<file path="src/source/cache_store.sv">
`timescale 1ns/1ns
`default_nettype none

////////////////////////////////////////////////////////////////////////////
// Storage array with asynchronous read and synchronous write
////////////////////////////////////////////////////////////////////////////
module cache_store #(
    parameter type entry_t = logic,  // Payload kept in each entry
    parameter int  depth   = 64      // Number of entries
) (
    input  wire logic                     clk,
    input  wire logic                     rst,      // Clears every entry to zero
    input  wire logic                     wr_en,    // Write wr_data at the next edge
    input  wire logic [$clog2(depth)-1:0] wr_addr,  // Entry written when wr_en is high
    input  wire entry_t                   wr_data,  // New contents of the entry
    input  wire logic [$clog2(depth)-1:0] rd_addr,  // Entry read in this cycle
    output entry_t                        rd_data   // Contents of the entry at rd_addr
);

    // The array itself, one entry_t per location
    entry_t mem [depth];

    ////////////////////////////////////////////////////////////////////////////
    // Write port
    ////////////////////////////////////////////////////////////////////////////

    // Reset clears all locations, which leaves every tag entry invalid
    always_ff @(posedge clk) begin
        if (rst) begin
            for (int i = 0; i < depth; i++) begin
                mem[i] <= '0;
            end
        end else if (wr_en) begin
            mem[wr_addr] <= wr_data;  // Single write per cycle
        end
    end

    ////////////////////////////////////////////////////////////////////////////
    // Read port
    ////////////////////////////////////////////////////////////////////////////

    // No read register, so the hit decision and data_out settle in the
    // same cycle as the request
    assign rd_data = mem[rd_addr];

    // A write and a read to the same entry in one cycle return the old
    // contents until the edge, which the controller relies on during a fill

endmodule

`default_nettype wire

</file>
<file path="config.mk">
export PLATFORM = sky130hd
export DESIGN_NAME = cache_store
export DESIGN_NICKNAME = d
export VERILOG_FILES = /design/src/source/cache_store.sv
export SDC_FILE = /design/constraint.sdc
export NUM_CORES = 1
export LEC_CHECK = 0
export BUFFER_PORTS_ARGS = -buffer_cell sky130_fd_sc_hd__clkbuf_2
export CAP_MARGIN = 20
export CORE_MARGIN = 10
export CORE_UTILIZATION = 44
export DETAILED_ROUTE_END_ITERATION = 8
export HOLD_SLACK_MARGIN = 0.03
export PLACE_DENSITY = 0.65
export SYNTH_ARGS = -nofsm -noshare
export SYNTH_HDL_FRONTEND = slang
export SYNTH_SLANG_ARGS = --single-unit
</file>
<file path="constraint.sdc">
create_clock -name clk -period 3.56 [get_ports clk]
set_clock_uncertainty 0.1 [all_clocks]
set_input_delay 0.356 -clock clk [delete_from_list [all_inputs] [get_ports clk]]
set_output_delay 0.356 -clock clk [all_outputs]
set_load 0.05 [all_outputs]
</file>
; ---- Word level (Yosys, flattened, before mapping)
; Memories as Yosys holds them, arrays and structs flattened.
; Cells that the tools add are included.
[word_totals]
ff_bits = 0
output_inout_bits = 1
ramBits = 64
mem_count = 1
[op_classes]
n_mux = 8
n_reduce_logical = 1
[memory_table]
columns = memory, depth, width, rd, rd_ports_with_merged_regs, wr, line_no
row1 = mem, 64, 1, 1, 0, 64, 21  ; entry_t mem [depth];
[ops]
columns = operator, count
row1 = $mux 1, 7
row2 = $mux 6, 1
row3 = $reduce_or 1->1, 1

; ---- Longest topological paths before layout
[logic_depth]
depth_word = 5
depth_mapped = 7

; ---- Least setup slack after synthesis
; No wires, ideal clock.
[synth_timing]
kind = input to output
from = input rd_addr[2]
to = output rd_data
path_slack_ns = 1.142
arrival_time_ns = 1.962
path_buffers = 1
path_stages = 6
t_required_ns = 3.104
path_cell_list = clkbuf_1 > mux4_2 > inv_1 > a221oi_2 > a211oi_2 > a211oi_2
[synth_between]
elab_chain_len = 1
[synth_rtl]
columns = item, line_no
row1 = start: declaration, 16  ; input wire logic [$clog2(depth)-1:0] rd_addr,
row2 = $mem_v2 64x1, -
row3 = end: declaration, 17  ; output entry_t rd_data
; Every way passes these cells.

; ---- Worst setup path after layout
[layout_timing]
from = input rd_addr[0]
to = output rd_data
; Same word-level chain as after synthesis.

==> results.toml <==
[timing]
finalCritPeriodShare = 0.7635
tightest_slew_ns = 0.9224
maxSlewViolCount = 0
final-hold-violation-count = 0
whs_ns = 0.3972
setup_viol = 0
slew_headroom = 0.3835
grt_setup_unrepaired = "false"
min_period_ns = 2.718
fmax_mhz = 367.9
fin_ws_ns = 0.8421
tns_ns = 0

[layout]
num_antenna_cells = 0
nNetsFinal = 343
top_register = "mem"
area_growth_pct = 8.108
largest_register_ffs = 64
top_regs = "mem (64)"
n_fill_cell = 716
drive_above_1_share = 0.1782
register_area_sq_mm = 0.001922
multiInputGateArea_sq_mm = 0.001545
fin_util = 0.4974

[floorplanning]
die-area_sq_mm = 0.01223
start_util = 0.4601
core_area_sq_mm = 0.007848
io_pins = 17
die_w_um = 110.6
fp.dieH_um = 110.6
num_rows = 32

[worst_setup_path]
worstPathRequired_ns = 3.10
worstPathArrival_ns = 2.26
crit_type = "input port to output port"
end_kind = "output port"
start_kind = "input port"
worstPathMaxFanout = 17

[cts]
numCtsBuffers = 9
cts.repair.resized = 0
htreeDepth = 3
clockBufferDepth = 2
clkSinkCount = 64
cts.clk_slew.worst_paths_ns = 0.07
hold_buffers = 0
post_cts_buffers = 0
clock-root-buffer = "clkbuf_8"
tritoncts = "yes"

[synth]
synth_edf_count = 64
syn_nets = 339
avgSynthCellArea_sq_um = 11.18
ys_types = 38
yosysSeqAreaShare = 0.5322
ys_async_sr_fraction = 0
synthesis.area_sq_mm = 0.003611
ys_ff_latch = 64
syn_inst = 323
synthFlopType = "edfxtp_1"
yosys_warnings = 0

[global_routing]
grt_use_total = 0.1447
overflow = 0
grt_max_degree = 38
antenna_found_initial = 0
grt_pass1_wl_mm = 14.12
grt_pass1_vias = 2528

[detailed_routing]
viasPerCell = 5.945
ant_nets = 0
num_vias = 2574
wl_per_cell_um = 20.53
drc = 0
routed_wl_mm = 8.890
drt_iter0_drc = 219
dr.pass1.iters = 4

[run]
cap_violations = 0

[placed_design]
hpwl_mm = 6.073
place_congestion = 0.8595
io_buffers = 16
pre_cts_ws_ns = 0.8145

[power_and_ir_drop]
vdd_drop_max_mv = 0.1798
power.density_mw_per_mm2 = 422.5
p_leak_nw = 1.468
fin_total_pwr_mw = 1.649

[worst_hold_path]
hold_class = "input port to flop"

[outcome]
status = "completed"
[cell usage in the layout (no fill, tap or decap), types with 8 or more instances in the layout]
master	synthesis	routed
a21o_1	40	40
a31o_2	9	9
nand2_1	18	18
clkbuf_2	0	16
nor2_1	74	74
edfxtp_1	64	64
and3_1	8	8
o21bai_1	14	14
mux4_2	11	11
clkbuf_8	0	9
inv_1	8	8
[where the power goes]
part / total, mW / switching [mW] / internal [mW]
Combinational: 0.188 / 0.113 / 0.0745
Sequential: 0.879 / 0.0125 / 0.866
Clock: 0.583 / 0.270 / 0.313
Total: 1.65 / 0.396 / 1.25
[critical path, cell delays in order]
cell and delay, ns:
clkbuf_2 0.19, buf_4 0.32, mux4_2 0.55, o2111ai_1 0.13, nand3_1 0.15, a211oi_2 0.23, a211oi_2 0.09, clkbuf_2 0.25
[cell usage after synthesis (2+ instances only)]
master / count / share of area
nor3_1: 5 / 0.0069
inv_1: 8 / 0.0083
or3_1: 2 / 0.0035
o21bai_1: 14 / 0.029
mux4_2: 11 / 0.069
clkbuf_1: 18 / 0.019
edfxtp_1: 64 / 0.53
nor4_1: 3 / 0.0052
mux2i_1: 5 / 0.014
a211oi_2: 2 / 0.0069
nand3b_1: 2 / 0.0042
nand4_1: 3 / 0.0052
nor2b_1: 3 / 0.0052
a31o_2: 9 / 0.022
a21o_1: 40 / 0.083
buf_2: 7 / 0.0097
a22oi_1: 2 / 0.0042
nand3_1: 5 / 0.0069
and3_1: 8 / 0.014
nand2_1: 18 / 0.019
nor3b_2: 2 / 0.0069
nor2_1: 74 / 0.077
nand2b_1: 3 / 0.0052
[final cells by class]
cell class / count / share of cell area
Tap cell: 102 / 0.03269
Clock inverter: 5 / 0.01250
Multi-Input combinational cell: 225 / 0.3958
Sequential cell: 64 / 0.4923
Clock buffer: 10 / 0.03269
Timing Repair Buffer: 19 / 0.02628
Inverter: 8 / 0.007692
[final timing paths]
check	end	start	depth (start not counted)	slack [ns]
setup / recovery	rd_data	rd_addr[0]	8	0.84
hold / removal	mem[38]	wr_addr[1]	3	0.40
[per-layer routing]
| layer | wire length (um) | share of wire | track usage |
|---|---|---|---|
| met1 | 3659 | 0.41 | 0.1842 |
| met4 | 140 | 0.016 | 0.06045 |
| met3 | 844 | 0.095 | 0.04376 |
| met5 | 0 | 0 | 0 |
| met2 | 4245 | 0.48 | 0.2226 |
[stage by stage]
step / instance area, sq um / instances
6_report: 3904 / 433
5_1_grt: 3904 / 433
4_1_cts: 3904 / 433
3_5_place_dp: 3727 / 418
3_3_place_gp: 3727 / 418
2_1_floorplan: 3611 / 323
[cells by family (layout without fill, tap and decap cells)]
kind of cell    after synthesis  after routing  synth area share
compound gates               74             74            0.1635
buf+inv                      34             42           0.03985
flops                        64             64            0.5322
mux                          18             18           0.09286
simple gates                133            133            0.1715
No activity file was read; power rests on OpenSTA's default activity.
