==> src/source/cache_geom_pkg.sv <==
`default_nettype none

////////////////////////////////////////////////////////////////////////////
// Address geometry of the direct mapped L1 cache
////////////////////////////////////////////////////////////////////////////
package cache_geom_pkg;

    // A 16 bit byte address splits into tag, set index, word offset and byte bit
    // | 15 .. 10 | 9 .. 4 | 3 .. 1 | 0 |
    // |   tag    |  set   |  word  | x |

    localparam int tag_bits    = 6;  // Upper address bits kept in the tag store
    localparam int index_bits  = 6;  // Selects one of the sets
    localparam int offset_bits = 3;  // Selects one word inside a block

    // Number of sets, one block per set since the cache is direct mapped
    localparam int num_sets = 1 << index_bits;

    // Tag as compared against the upper address bits
    typedef logic [tag_bits-1:0] tag_t;

    // One tag store entry
    // The valid bit sits on top so an all zero entry reads as invalid
    typedef struct packed {
        logic valid;  // Set once the whole block has been filled from DRAM
        tag_t tag;    // Tag of the block held in this set
    } tag_entry_t;

endpackage

`default_nettype wire

==> src/source/mem_bus_pkg.sv <==
`default_nettype none

////////////////////////////////////////////////////////////////////////////
// Word and address types shared by the core bus and the DRAM bus
////////////////////////////////////////////////////////////////////////////
package mem_bus_pkg;

    localparam int addr_w = 16;  // Width of a byte address on both buses

    // Data word, the same on the core side, the DRAM side and in the cache
    typedef logic [15:0] word_t;

    // Byte address, bit 0 is never used since all accesses are whole words
    typedef logic [addr_w-1:0] addr_t;

    // Words moved from DRAM for one block fill
    localparam int words_per_block = 8;

endpackage

`default_nettype wire

==> src/source/cache_fill_ctrl.sv <==
`timescale 1ns/1ns
`default_nettype none

////////////////////////////////////////////////////////////////////////////
// Miss controller of the L1 cache
//
// Combines the tag store and data store outputs into the hit decision,
// runs the block fill from DRAM and steers both store write ports
////////////////////////////////////////////////////////////////////////////
module cache_fill_ctrl
    import cache_geom_pkg::*, mem_bus_pkg::*;
(
    input  wire logic       clk,
    input  wire logic       rst,                     // Returns the FSM to idle
    input  wire logic       enable,                  // Core request is present
    input  wire logic       on_chip_wr,              // Request is a write
    input  wire addr_t      on_chip_memory_address,  // Request address, held while busy
    input  wire word_t      on_chip_memory_data,     // Write data from the core
    input  wire word_t      off_chip_memory_data,    // Fill data returned by DRAM
    input  wire logic       memory_data_valid,       // One cycle strobe per DRAM word
    input  wire tag_entry_t tag_entry,               // Tag store entry of the request set
    input  wire word_t      data_word,               // Data store word of the request

    output addr_t                  off_chip_memory_address,  // Word requested from DRAM
    output logic                   fsm_busy,                 // Stalls the core on a miss
    output logic                   tag_wr_en,                // Tag store write strobe
    output tag_entry_t             tag_wr_data,              // Entry written at fill end
    output logic                   data_wr_en,               // Data store write strobe
    output logic [offset_bits-1:0] data_wr_offset,           // Word slot inside the block
    output word_t                  data_wr_data,             // Word written to the data store
    output word_t                  data_out                  // Read data back to the core
);

    ////////////////////////////////////////////////////////////////////////////
    // Request decode and hit detection
    ////////////////////////////////////////////////////////////////////////////

    typedef enum logic {
        st_idle,  // Serving hits, waiting for a miss
        st_fill   // Pulling the block in from DRAM one word at a time
    } state_t;

    state_t                 state;
    logic [offset_bits-1:0] word_cnt;   // Next DRAM word of the block
    tag_t                   req_tag;    // Tag field of the request
    logic [offset_bits-1:0] req_word;   // Word offset of the request
    logic                   hit;        // Request set holds the requested block
    logic                   miss;       // Enabled request that is not a hit
    logic                   filling;    // FSM is in the fill state
    logic                   last_word;  // Current DRAM strobe completes the block

    assign req_tag  = on_chip_memory_address[addr_w-1 -: tag_bits];  // Bits 15 to 10
    assign req_word = on_chip_memory_address[1 +: offset_bits];      // Bits 3 to 1

    // Both the valid bit and the stored tag must agree with the request
    assign hit  = tag_entry.valid && (tag_entry.tag == req_tag);
    assign miss = enable && !hit;

    assign filling   = (state == st_fill);
    assign last_word = filling && memory_data_valid && (word_cnt == '1);

    ////////////////////////////////////////////////////////////////////////////
    // Fill FSM
    ////////////////////////////////////////////////////////////////////////////

    always_ff @(posedge clk) begin
        if (rst) begin
            state    <= st_idle;
            word_cnt <= '0;
        end else begin
            case (state)
                st_idle: begin
                    if (miss) begin
                        state    <= st_fill;  // Core is already stalled by fsm_busy
                        word_cnt <= '0;       // Always fill from the block base
                    end
                end
                st_fill: begin
                    if (memory_data_valid) begin
                        word_cnt <= word_cnt + 1'b1;  // Wraps to 0 after the eighth word
                        if (last_word) begin
                            state <= st_idle;  // Held request hits next cycle
                        end
                    end
                end
                default: state <= st_idle;
            endcase
        end
    end

    // Busy rises with the miss itself, then stays high from the register
    // until the cycle after the last word is written
    assign fsm_busy = filling || miss;

    // Block base from the request plus the counter, bit 0 always zero
    // The counter sits at 0 while idle, so the first word is already on the bus
    assign off_chip_memory_address = {on_chip_memory_address[addr_w-1:offset_bits+1],
                                      word_cnt, 1'b0};

    ////////////////////////////////////////////////////////////////////////////
    // Store write steering
    ////////////////////////////////////////////////////////////////////////////

    // DRAM words go in during a fill, core words on a write hit
    assign data_wr_en     = filling ? memory_data_valid : (enable && on_chip_wr && hit);
    assign data_wr_offset = filling ? word_cnt : req_word;
    assign data_wr_data   = filling ? off_chip_memory_data : on_chip_memory_data;

    // Tag goes valid on the same edge as the last data word
    assign tag_wr_en         = last_word;
    assign tag_wr_data.valid = 1'b1;
    assign tag_wr_data.tag   = req_tag;

    // Read data comes straight from the data store, valid only when hit is high
    assign data_out = data_word;

endmodule

`default_nettype wire

==> config.mk <==
export PLATFORM = sky130hd
export DESIGN_NAME = cache_fill_ctrl
export DESIGN_NICKNAME = d
export VERILOG_FILES = /design/src/source/cache_geom_pkg.sv /design/src/source/mem_bus_pkg.sv /design/src/source/cache_fill_ctrl.sv
export SDC_FILE = /design/constraint.sdc
export NUM_CORES = 1
export LEC_CHECK = 0
export ABC_AREA = 1
export BUFFER_PORTS_ARGS = -buffer_cell sky130_fd_sc_hd__buf_2
export CORE_MARGIN = 2
export CORE_UTILIZATION = 29
export CTS_CLUSTER_DIAMETER = 50
export CTS_CLUSTER_SIZE = 30
export DETAILED_ROUTE_END_ITERATION = 10
export PLACE_DENSITY = 0.82
export SETUP_SLACK_MARGIN = 0.05
export SYNTH_ARGS = -nofsm -noshare
export SYNTH_HDL_FRONTEND = slang
export SYNTH_SLANG_ARGS = --single-unit
==> constraint.sdc <==
create_clock -name clk -period 1.4 [get_ports clk]
set_input_delay 0 -clock clk [delete_from_list [all_inputs] [get_ports clk]]
set_output_delay 0 -clock clk [all_outputs]
set_load 0.01 [all_outputs]
* Word-level counts from Yosys, hierarchy flattened
Index checks and enable logic that the tools add are counted.
** Word-level totals
- Output and inout bits :: 61
- Word-level logic and storage cells :: 27
- Register bits :: 4
** Cells by class
- Equal/unequal tests :: 4
- Bitwise operators :: 1
- Add/subtract/negate cells :: 1
- Multiplexer cells :: 10
- Reductions and logical operators :: 9
** Operators with widths (count)
- two-way mux 16 bit :: 1
- two-way mux 3 bit :: 3
- == test 6 bit :: 1
- logical AND 1 bit :: 6
- one-hot mux 3 bit (2 select lines) :: 1
- two-way mux 1 bit :: 4
- inequality test 2 bit (second input constant) :: 2
- adder 3 x 1 -> 3 bit (second input constant) :: 1
- == test 3 bit (second input constant) :: 1
- one-hot mux 1 bit (2 select lines) :: 1
- AND reduction 2 bit :: 1
- logical NOT 1 bit :: 1
- logical OR 1 bit :: 1
- NOT 1 bit :: 1

* Logic depth before layout (Yosys ltp)
Gate-level depths: netlist of run 1.
- Word-level depth :: 6
- Mapped depth :: 9

* Worst setup path after synthesis of run 1
OpenSTA, ideal clock, no wires.
- Path type :: flip-flop to flip-flop
- From :: register word_cnt[0]
- To :: register state (netlist: filling)
- Data arrival time :: 993 ps
- Stages on the path, launching flop included :: 6
- Path buffers :: 0
- Path slack :: 281 ps
- Cells stage by stage :: dfxtp_1 > ha_1 > ha_1 > inv_1 > nor2_1 > nor3_1
** Between the ends
- Cells in the longest elaborated chain, start to end :: 5
** RTL lines
- start: declaration :: line cache_fill_ctrl.sv:44 : logic [offset_bits-1:0] word_cnt;
- start signal: assignment :: line cache_fill_ctrl.sv:80 : word_cnt <= word_cnt + 1'b1;
- == test 3 bit :: line cache_fill_ctrl.sv:60 : assign last_word = filling && memory_data_valid && (word_cnt == '1);
- logical AND 1 bit :: line cache_fill_ctrl.sv:60
- via tag_wr_en :: line cache_fill_ctrl.sv:26 : output logic tag_wr_en,
- two-way mux 1 bit :: line cache_fill_ctrl.sv:81 : if (last_word) begin
- two-way mux 1 bit :: line cache_fill_ctrl.sv:79 : if (memory_data_valid) begin
- one-hot mux 1 bit (2 select lines) :: line cache_fill_ctrl.sv:71 : case (state)
- end signal: assignment :: line cache_fill_ctrl.sv:74 : state <= st_fill;
- end signal: assignment :: line cache_fill_ctrl.sv:82 : state <= st_idle;
- end signal: assignment :: line cache_fill_ctrl.sv:86 : default: state <= st_idle;
- end: declaration :: line cache_fill_ctrl.sv:43 : state_t state;
The timed path passes the listed nets, and every way through them passes these cells.
A chain may end at the register's enable or synchronous reset.

* Final worst setup path of run 1
- From :: register state (netlist: filling)
- To :: output port tag_wr_en
** Between the ends
- Cells in the longest elaborated chain, start to end :: 2
** RTL lines
- start signal: assignment :: line cache_fill_ctrl.sv:68 : state <= st_idle;
- start signal: assignment :: line cache_fill_ctrl.sv:74
- start signal: assignment :: line cache_fill_ctrl.sv:82
- logical AND 1 bit (2 in a row) :: line cache_fill_ctrl.sv:60
- end: declaration :: line cache_fill_ctrl.sv:26
No other way between the ends.

==> flow_summary.ini, run 1 <==
[synth]
yosys.area.top_type = nand2_1
syn_area_per_cell_um2 = 5.39
syn_nets = 239
netlist_area_um2 = 867
yosysSeqAreaShare = 0.0924
netlist_top_cells_area = nand2_1 (32%), buf_4 (31%), dfxtp_1 (9.2%), inv_1 (7.4%), nand3_1 (3.5%)
synth_top_area_share = 0.320
syn_inst = 161
synth-seq-cells = 4
yosysWarningCount = 0
synth_edf_count = 0
ys_types = 17
async_flop_share = 0
yosys_most_used_dff = dfxtp_1

[drt]
num_vias = 1038
drt-wirelength-per-cell_um = 9.24
drc = 7
drt_iter0_markers = 25
ant_nets = 0
firstDrtPassIters = 7
wirelength_um = 2290
vias_per_cell = 4.19

[final_layout]
nets = 297
nFillCells = 330
layout_commonest_cell = buf_2
final_cell_mix = buf_2 (89), nand2_1 (73), inv_1 (17), nand3_1 (6), nor2_1 (5)
n_antenna_cell = 0
postLayoutCellArea_um2 = 1120
drive_gt1_frac = 0.465
area_growth_pct = 29.6

[setup_path]
crit_path_end_kind = primary output
r2r-start = word_cnt[0]$_SDFFE_PP0P_
cp_max_fo = 18
reg2reg_slack_ps = 350
critPathLaunchType = register
crit_start = filling$_SDFF_PP0_
r2r-end = word_cnt[2]$_SDFFE_PP0P_
critical_path_class = register to primary output
r2r_cells = 4
crit_arrival_ps = 1210
crit_required_ps = 1400

[outcome]
outcome = finished with violations
violations = design-rule violations

[global_route]
grt_pass1_wl_um = 3330
grt_usage = 0.125
grt_pass1_vias = 821
grt_overflow = 0
antenna_found_initial = 0
grt_max_degree = 21

[die]
chipHeight_um = 58.7
dieWidth_um = 58.7
start_util = 0.309
placeableCoreArea_um2 = 2810
ios = 137
die_area_um2 = 3440
core.rowCount = 19

[sta]
min_period_over_period = 0.866
finalSetupViolCount = 0
hold_viol_final = 0
max_freq_ghz = 0.825
rsz0062_at_grt = false
timing.final.crit_period_ps = 1210
report.final.slew_viol_count = 0
fin_skew_ps = 0.676
setup_tns_ps = 0

[pwr]
peakVddDrop_v = 0.000246
power_density_nw_per_um2 = 520
p_leak_nw = 0.779

[place]
dp_hpwl_um = 1950
place_area_um2 = 1090
portBuffers = 89
gp_congestion = 0.674

[clock_tree]
insertion_delay_ps = 230
cts_buffers = 3
path_clk_slew_ps = 40
cts_tree = done
cts_buffer_depth = 2
clock_sinks = 4
cts_root_buf = clkbuf_4
h-tree-depth = 1

[min_path]
hp-start = on_chip_memory_address[7]
whs_path_depth = 0
hold_path_class = input pin to primary output
min_to = off_chip_memory_address[7]

[run]
maxCapViolations = 0
[per-layer routing]
layer	wire length, um	GRT usage	part of all wire
met5	0	0	0
met4	26	0.0422	0.011
met3	270	0.0637	0.12
met2	1120	0.215	0.49
met1	875	0.131	0.38
[power by group]
part | total, mW | leakage [nW] | switching, mW | internal (mW)
Combinational | 0.321 | 0.733 | 0.169 | 0.151
Clock | 0.142 | 0.0138 | 0.0459 | 0.0958
Sequential | 0.122 | 0.0327 | 0.00339 | 0.119
[cells by family after synthesis]
family / count (synthesis) / synth area share
buffers and inverters: 57 / 0.403
adder cells (fa/ha/maj): 2 / 0.0289
other: 2 / 0.00866
AND/OR/NAND/NOR: 89 / 0.404
AO/OA/AOI/OAI: 7 / 0.0635
flip-flops: 4 / 0.0924
[synth_stat cells (2+ instances only)]
master / n
dfxtp_1: 4
nor2_1: 5
a21oi_1: 3
buf_4: 36
clkbuf_1: 4
nand2_1: 74
nor2_2: 2
ha_1: 2
conb_1: 2
inv_1: 17
nand3_1: 6
[per-stage QoR]
| step | utilization | hold slack [ps] | std cells | total power, mW | setup WS (ps) |
|---|---|---|---|---|---|
| 5_1_grt | 0.401 | 0.0151 | 248 | 0.648 | 86.3 |
| 2_1_floorplan | - | 69.1 | 161 | 0.370 | 281 |
| 4_1_cts | 0.400 | 0.0686 | 248 | 0.597 | 103 |
| 3_3_place_gp | 0.388 | 0.0686 | 244 | 0.441 | 315 |
| 6_report | 0.401 | 0.00393 | 248 | 0.584 | 188 |
| 3_5_place_dp | 0.388 | 0.0686 | 244 | 0.445 | 293 |
[flip-flops by register name, summed over array words and instances (netlist names)]
register	count
word_cnt	3
filling	1
[how the worst max path moves through the flow]
stage	to	slack [ps]	depth (start not counted)
3_3_place_gp	word_cnt[1]$_SDFFE_PP0P_	310	5
4_1_cts	tag_wr_en	100	4
5_1_grt	tag_wr_en	90	4
3_5_place_dp	word_cnt[2]$_SDFFE_PP0P_	290	5
6_report	tag_wr_en	190	4
2_1_floorplan	filling$_SDFF_PP0_	280	5
[critical path: stages (launching register included)]
cell	delay (ps)
dfxtp_1	330
buf_4	230
nand2_2	130
nor2_1	140
buf_2	150
[what timing repair did]
action,4_1_cts,5_1_grt
hold endpoints to repair,4,0
hold buffers,1,0
buffers inserted,0,0
resized for setup,0,1
setup endpoints to repair,0,1
[final cells by class]
| cell class | instances | area [um2] | share of cell area |
|---|---|---|---|
| timing repair buffer | 93 | 478 | 0.425 |
| multi-input combinational | 100 | 440 | 0.392 |
| sequential | 4 | 80.1 | 0.0713 |
| inverter | 17 | 63.8 | 0.0568 |
| tap | 31 | 38.8 | 0.0345 |
| clock buffer | 3 | 22.5 | 0.0200 |
No activity file was read; power rests on OpenSTA's default activity.
==> run 2: changes to the inputs <==
HOLD_SLACK_MARGIN = 0.15   (was unset)
==> flow_summary.ini, run 2 (same netlist as run 1, synthesis figures left out) <==
[outcome]
outcome = finished with violations
violations = design-rule violations

[final_layout]
layout_commonest_cell = buf_2
final_cell_mix = buf_2 (89), nand2_1 (73), dlygate4sd3_1 (24), inv_1 (17), nand3_1 (6)
regArea_um2 = 80.1
largest-register = word_cnt
n_antenna_cell = 0
nFillCells = 303
nets = 320
drive_gt1_frac = 0.421
area_growth_pct = 56.1
largest_register_ffs = 3
multiInputGateArea_um2 = 440

[global_route]
grt_max_degree = 21
antenna_found_initial = 0
grt_usage = 0.143
grt_pass1_vias = 935
grt_pass1_wl_um = 3820
grt_overflow = 0

[pwr]
peakVddDrop_v = 0.000263
power_density_nw_per_um2 = 488
p_clk_frac = 0.215
intPower_mw = 0.409
p_comb_frac = 0.600
netSwitchingPower_mw = 0.251
seq_power_share = 0.185
p_leak_nw = 0.875
switching_share = 0.380

[place]
gp_congestion = 0.674
portBuffers = 89
dp_hpwl_um = 1950

[setup_path]
cp_max_fo = 18
r2r-end = word_cnt[2]$_SDFFE_PP0P_
critical_path_class = register to primary output
crit_chain = buf_4 -> nand2_2 -> nor2_1 -> buf_2
critPathLaunchType = register
crit_path_end_kind = primary output
r2r_cells = 4
r2r-start = word_cnt[0]$_SDFFE_PP0P_
crit_path_end = tag_wr_en
cp_num_buf_inv = 2
slowest_delay_ps = 330
cpLargestDelayFamily = buffers and inverters
path_depth = 4
crit_start = filling$_SDFF_PP0_
critPathSlowestCell = dfxtp_1
crit_required_ps = 1400
reg2reg_slack_ps = 350
crit_arrival_ps = 1210

[die]
placeableCoreArea_um2 = 2810
start_util = 0.309
core.rowCount = 19
die_area_um2 = 3440
dieWidth_um = 58.7
ios = 137
chipHeight_um = 58.7

[drt]
drt-wirelength-per-cell_um = 9.91
wirelength_um = 2690
drc = 7
num_vias = 1144
vias_per_cell = 4.22
ant_nets = 0
drt_iter0_markers = 24
firstDrtPassIters = 7

[clock_tree]
clock_sinks = 4
cts_setup_buffers = 0
cts_root_buf = clkbuf_4
path_clk_slew_ps = 40
insertion_delay_ps = 230
cts_tree = done
cts_buffers = 3
h-tree-depth = 1
cts_buffer_depth = 2

[sta]
max_freq_ghz = 0.824
rsz0062_at_grt = false
timing.final.crit_period_ps = 1210
report.final.slew_viol_count = 0
hold_viol_final = 0
fin_skew_ps = 0.510
setup_tns_ps = 0
min_period_over_period = 0.867
finalSetupViolCount = 0
hold_slack_ps = 169

[min_path]
hold_path_class = input pin to register

[run]
maxCapViolations = 0
## run 2: how the worst min path moves through the flow
stage / start / end / slack [ps] / cells after the start
after floorplan: rst / word_cnt[0]$_SDFFE_PP0P_ / 70 / 1
after global placement: data_word[10] / data_out[10] / 0.07 / 0
after detailed placement: data_word[10] / data_out[10] / 0.07 / 0
after CTS: enable / filling$_SDFF_PP0_ / 170 / 5
after global routing: enable / filling$_SDFF_PP0_ / 180 / 5
final: enable / filling$_SDFF_PP0_ / 170 / 5
## run 2: tightest hold or removal path, delay by kind of cell
family | cells | cell delay, ps
buffers and inverters | 2 | 160
AND/OR/NAND/NOR | 3 | 190
## run 2: layer usage
layer	up-vias	share of wire	wire length [um]	GRT usage
met5	-	0	0	0
met4	0	0.0041	11	0.0292
met2	62	0.55	1470	0.287
li1	599	-	-	-
met1	481	0.35	951	0.141
met3	2	0.096	257	0.0462
## run 2: final cells by class
type | count | area share
well taps | 31 | 0.0287
repair buffers | 116 | 0.523
multi-input cells | 100 | 0.325
flip-flops and latches | 4 | 0.0591
clock buffers | 3 | 0.0166
inverters | 17 | 0.0471
## run 2: power groups by stage
stage          Clock [mW]  Combinational [mW]  Sequential (mW)
3_3_place_gp            0               0.317            0.124
4_1_cts             0.150               0.397            0.122
5_1_grt             0.165               0.439            0.123
3_5_place_dp            0               0.321            0.124
2_1_floorplan           0               0.245            0.125
6_report            0.142               0.396            0.122
## run 2: through the flow
| step | utilization | power [mW] | cells | setup slack, ps | cell area, um2 |
|---|---|---|---|---|---|
| finish | 0.483 | 0.660 | 271 | 186 | 1350 |
| global route | 0.483 | 0.726 | 271 | 89.4 | 1350 |
| CTS | 0.482 | 0.670 | 271 | 103 | 1350 |
| detailed placement | 0.388 | 0.445 | 244 | 293 | 1090 |
| global placement | 0.388 | 0.441 | 244 | 315 | 1090 |
| floorplan | - | 0.370 | 161 | 281 | 867 |
## run 2: repair_timing
action,in CTS,in global routing
endpoints found under the setup margin,0,1
hold buffers,24,0
gates resized for setup,0,1
endpoints found under the hold margin,26,0
==> run 3: changes to the inputs <==
CORE_MARGIN = unset   (was 2)
==> flow_summary.ini, run 3 (same netlist as run 1, synthesis figures left out) <==
[drt]
vias_per_cell = 4.21
dr_wl_met3_um = 182
met2_length_um = 1380
ant_nets = 0
num_vias = 1138
highest_layer = met4
m1WireLength_um = 938
firstDrtPassIters = 7
wirelength_um = 2530
drt-wirelength-per-cell_um = 9.39
drc = 14
drt_iter0_markers = 39

[pwr]
power_density_nw_per_um2 = 491
switching_share = 0.383
p_comb_frac = 0.585
intPower_mw = 0.407
peakVddDrop_v = 0.000183
seq_power_share = 0.190
p_clk_frac = 0.225
netSwitchingPower_mw = 0.253
p_leak_nw = 0.870

[die]
die_area_um2 = 3210
chipHeight_um = 56.7
dieWidth_um = 56.7
ios = 137
start_util = 0.309
core.rowCount = 19
placeableCoreArea_um2 = 2810

[global_route]
antenna_found_initial = 0
grt_pass1_vias = 983
grt_pass1_wl_um = 3940
grt_overflow = 0
grt_max_degree = 21
grt_usage = 0.155

[clock_tree]
cts_root_buf = clkbuf_4
clock_sinks = 4
cts_tree = done
cts_setup_buffers = 0
cts_buffers = 3
path_clk_slew_ps = 40
cts_buffer_depth = 2
h-tree-depth = 1
insertion_delay_ps = 240

[place]
dp_hpwl_um = 1830
gp_congestion = 0.665
portBuffers = 89
place_inst = 243

[final_layout]
final_cell_mix = buf_2 (89), nand2_1 (74), dlygate4sd3_1 (24), inv_1 (17), nand3_1 (6)
area_growth_pct = 55.1
largest_register_ffs = 3
multiInputGateArea_um2 = 438
drive_gt1_frac = 0.418
largest-register = word_cnt
regArea_um2 = 81.3
nets = 319
nFillCells = 302
final_cells = 270
layout_commonest_cell = buf_2
n_antenna_cell = 0

[sta]
report.final.slew_viol_count = 0
max_freq_ghz = 0.812
min_period_over_period = 0.880
setup_tns_ps = 0
fin_skew_ps = 4.63
timing.final.crit_period_ps = 1230
finalSetupViolCount = 0
hold_viol_final = 0
rsz0062_at_grt = false

[setup_path]
r2r-start = word_cnt[0]$_SDFFE_PP0P_
critPathLaunchType = register
reg2reg_slack_ps = 350
crit_arrival_ps = 1230
crit_required_ps = 1400
crit_start = word_cnt[0]$_SDFFE_PP0P_
crit_path_end_kind = primary output
critical_path_class = register to primary output
cp_max_fo = 4

[run]
maxCapViolations = 0

[outcome]
violations = design-rule violations
outcome = finished with violations

[min_path]
hp-start = enable
hold_path_class = input pin to register
==> run 3: cell count changes in the layout (fill, tap and decap cells not counted) <==
cell,before,now
nand2_2,2,1
dfxtp_2,0,1
dfxtp_1,4,3
nand2_1,73,74
buf_4,3,2
==> run 3: worst max-delay path, stage by stage, from the launching register on <==
cell,delay [ps]
dfxtp_1,380
ha_1,170
ha_1,130
inv_1,30
nor2_1,120
buf_2,160
==> run 3: layer usage <==
metal / up-vias / global-route usage
met4: 0 / 0.0643
met3: 4 / 0.0253
met1: 481 / 0.149
met2: 58 / 0.315
li1: 595 / -
met5: - / 0
==> run 3: repair_timing <==
item	CTS	global route
resized for setup	0	1
hold buffers	24	0
hold endpoints to repair	26	0
setup endpoints to repair	0	1
==> run 3: worst paths after layout <==
check / endpoint / depth (start not counted)
max: tag_wr_en / 5
min: filling$_SDFF_PP0_ / 5
max reg2reg: word_cnt[2]$_SDFFE_PP0P_ / 4
min reg2reg: word_cnt[2]$_SDFFE_PP0P_ / 2
==> run 3: per-stage QoR <==
step,power (mW),util,instance area (um2),setup slack [ps],hold WS (ps)
4_1_cts,0.670,0.479,1340,114,154
3_5_place_dp,0.441,0.385,1080,352,0.0686
5_1_grt,0.715,0.479,1350,63.2,205
6_report,0.661,0.479,1350,168,146
3_3_place_gp,0.437,0.385,1080,380,0.0686
2_1_floorplan,0.370,-,867,281,69.1
==> run 3: power by group through the flow <==
stage	Clock [mW]	Sequential (mW)	Combinational, mW
after floorplan	0	0.125	0.245
after global placement	0	0.127	0.310
after detailed placement	0	0.127	0.314
after CTS	0.156	0.125	0.390
after global routing	0.162	0.126	0.428
final	0.149	0.125	0.387
==> run 3: final cells by class <==
class                           count  area share
Tap cell                           31      0.0288
Timing Repair Buffer              115       0.521
Sequential cell                     4      0.0605
Clock buffer                        3      0.0167
Multi-Input combinational cell    100       0.326
Inverter                           17      0.0474
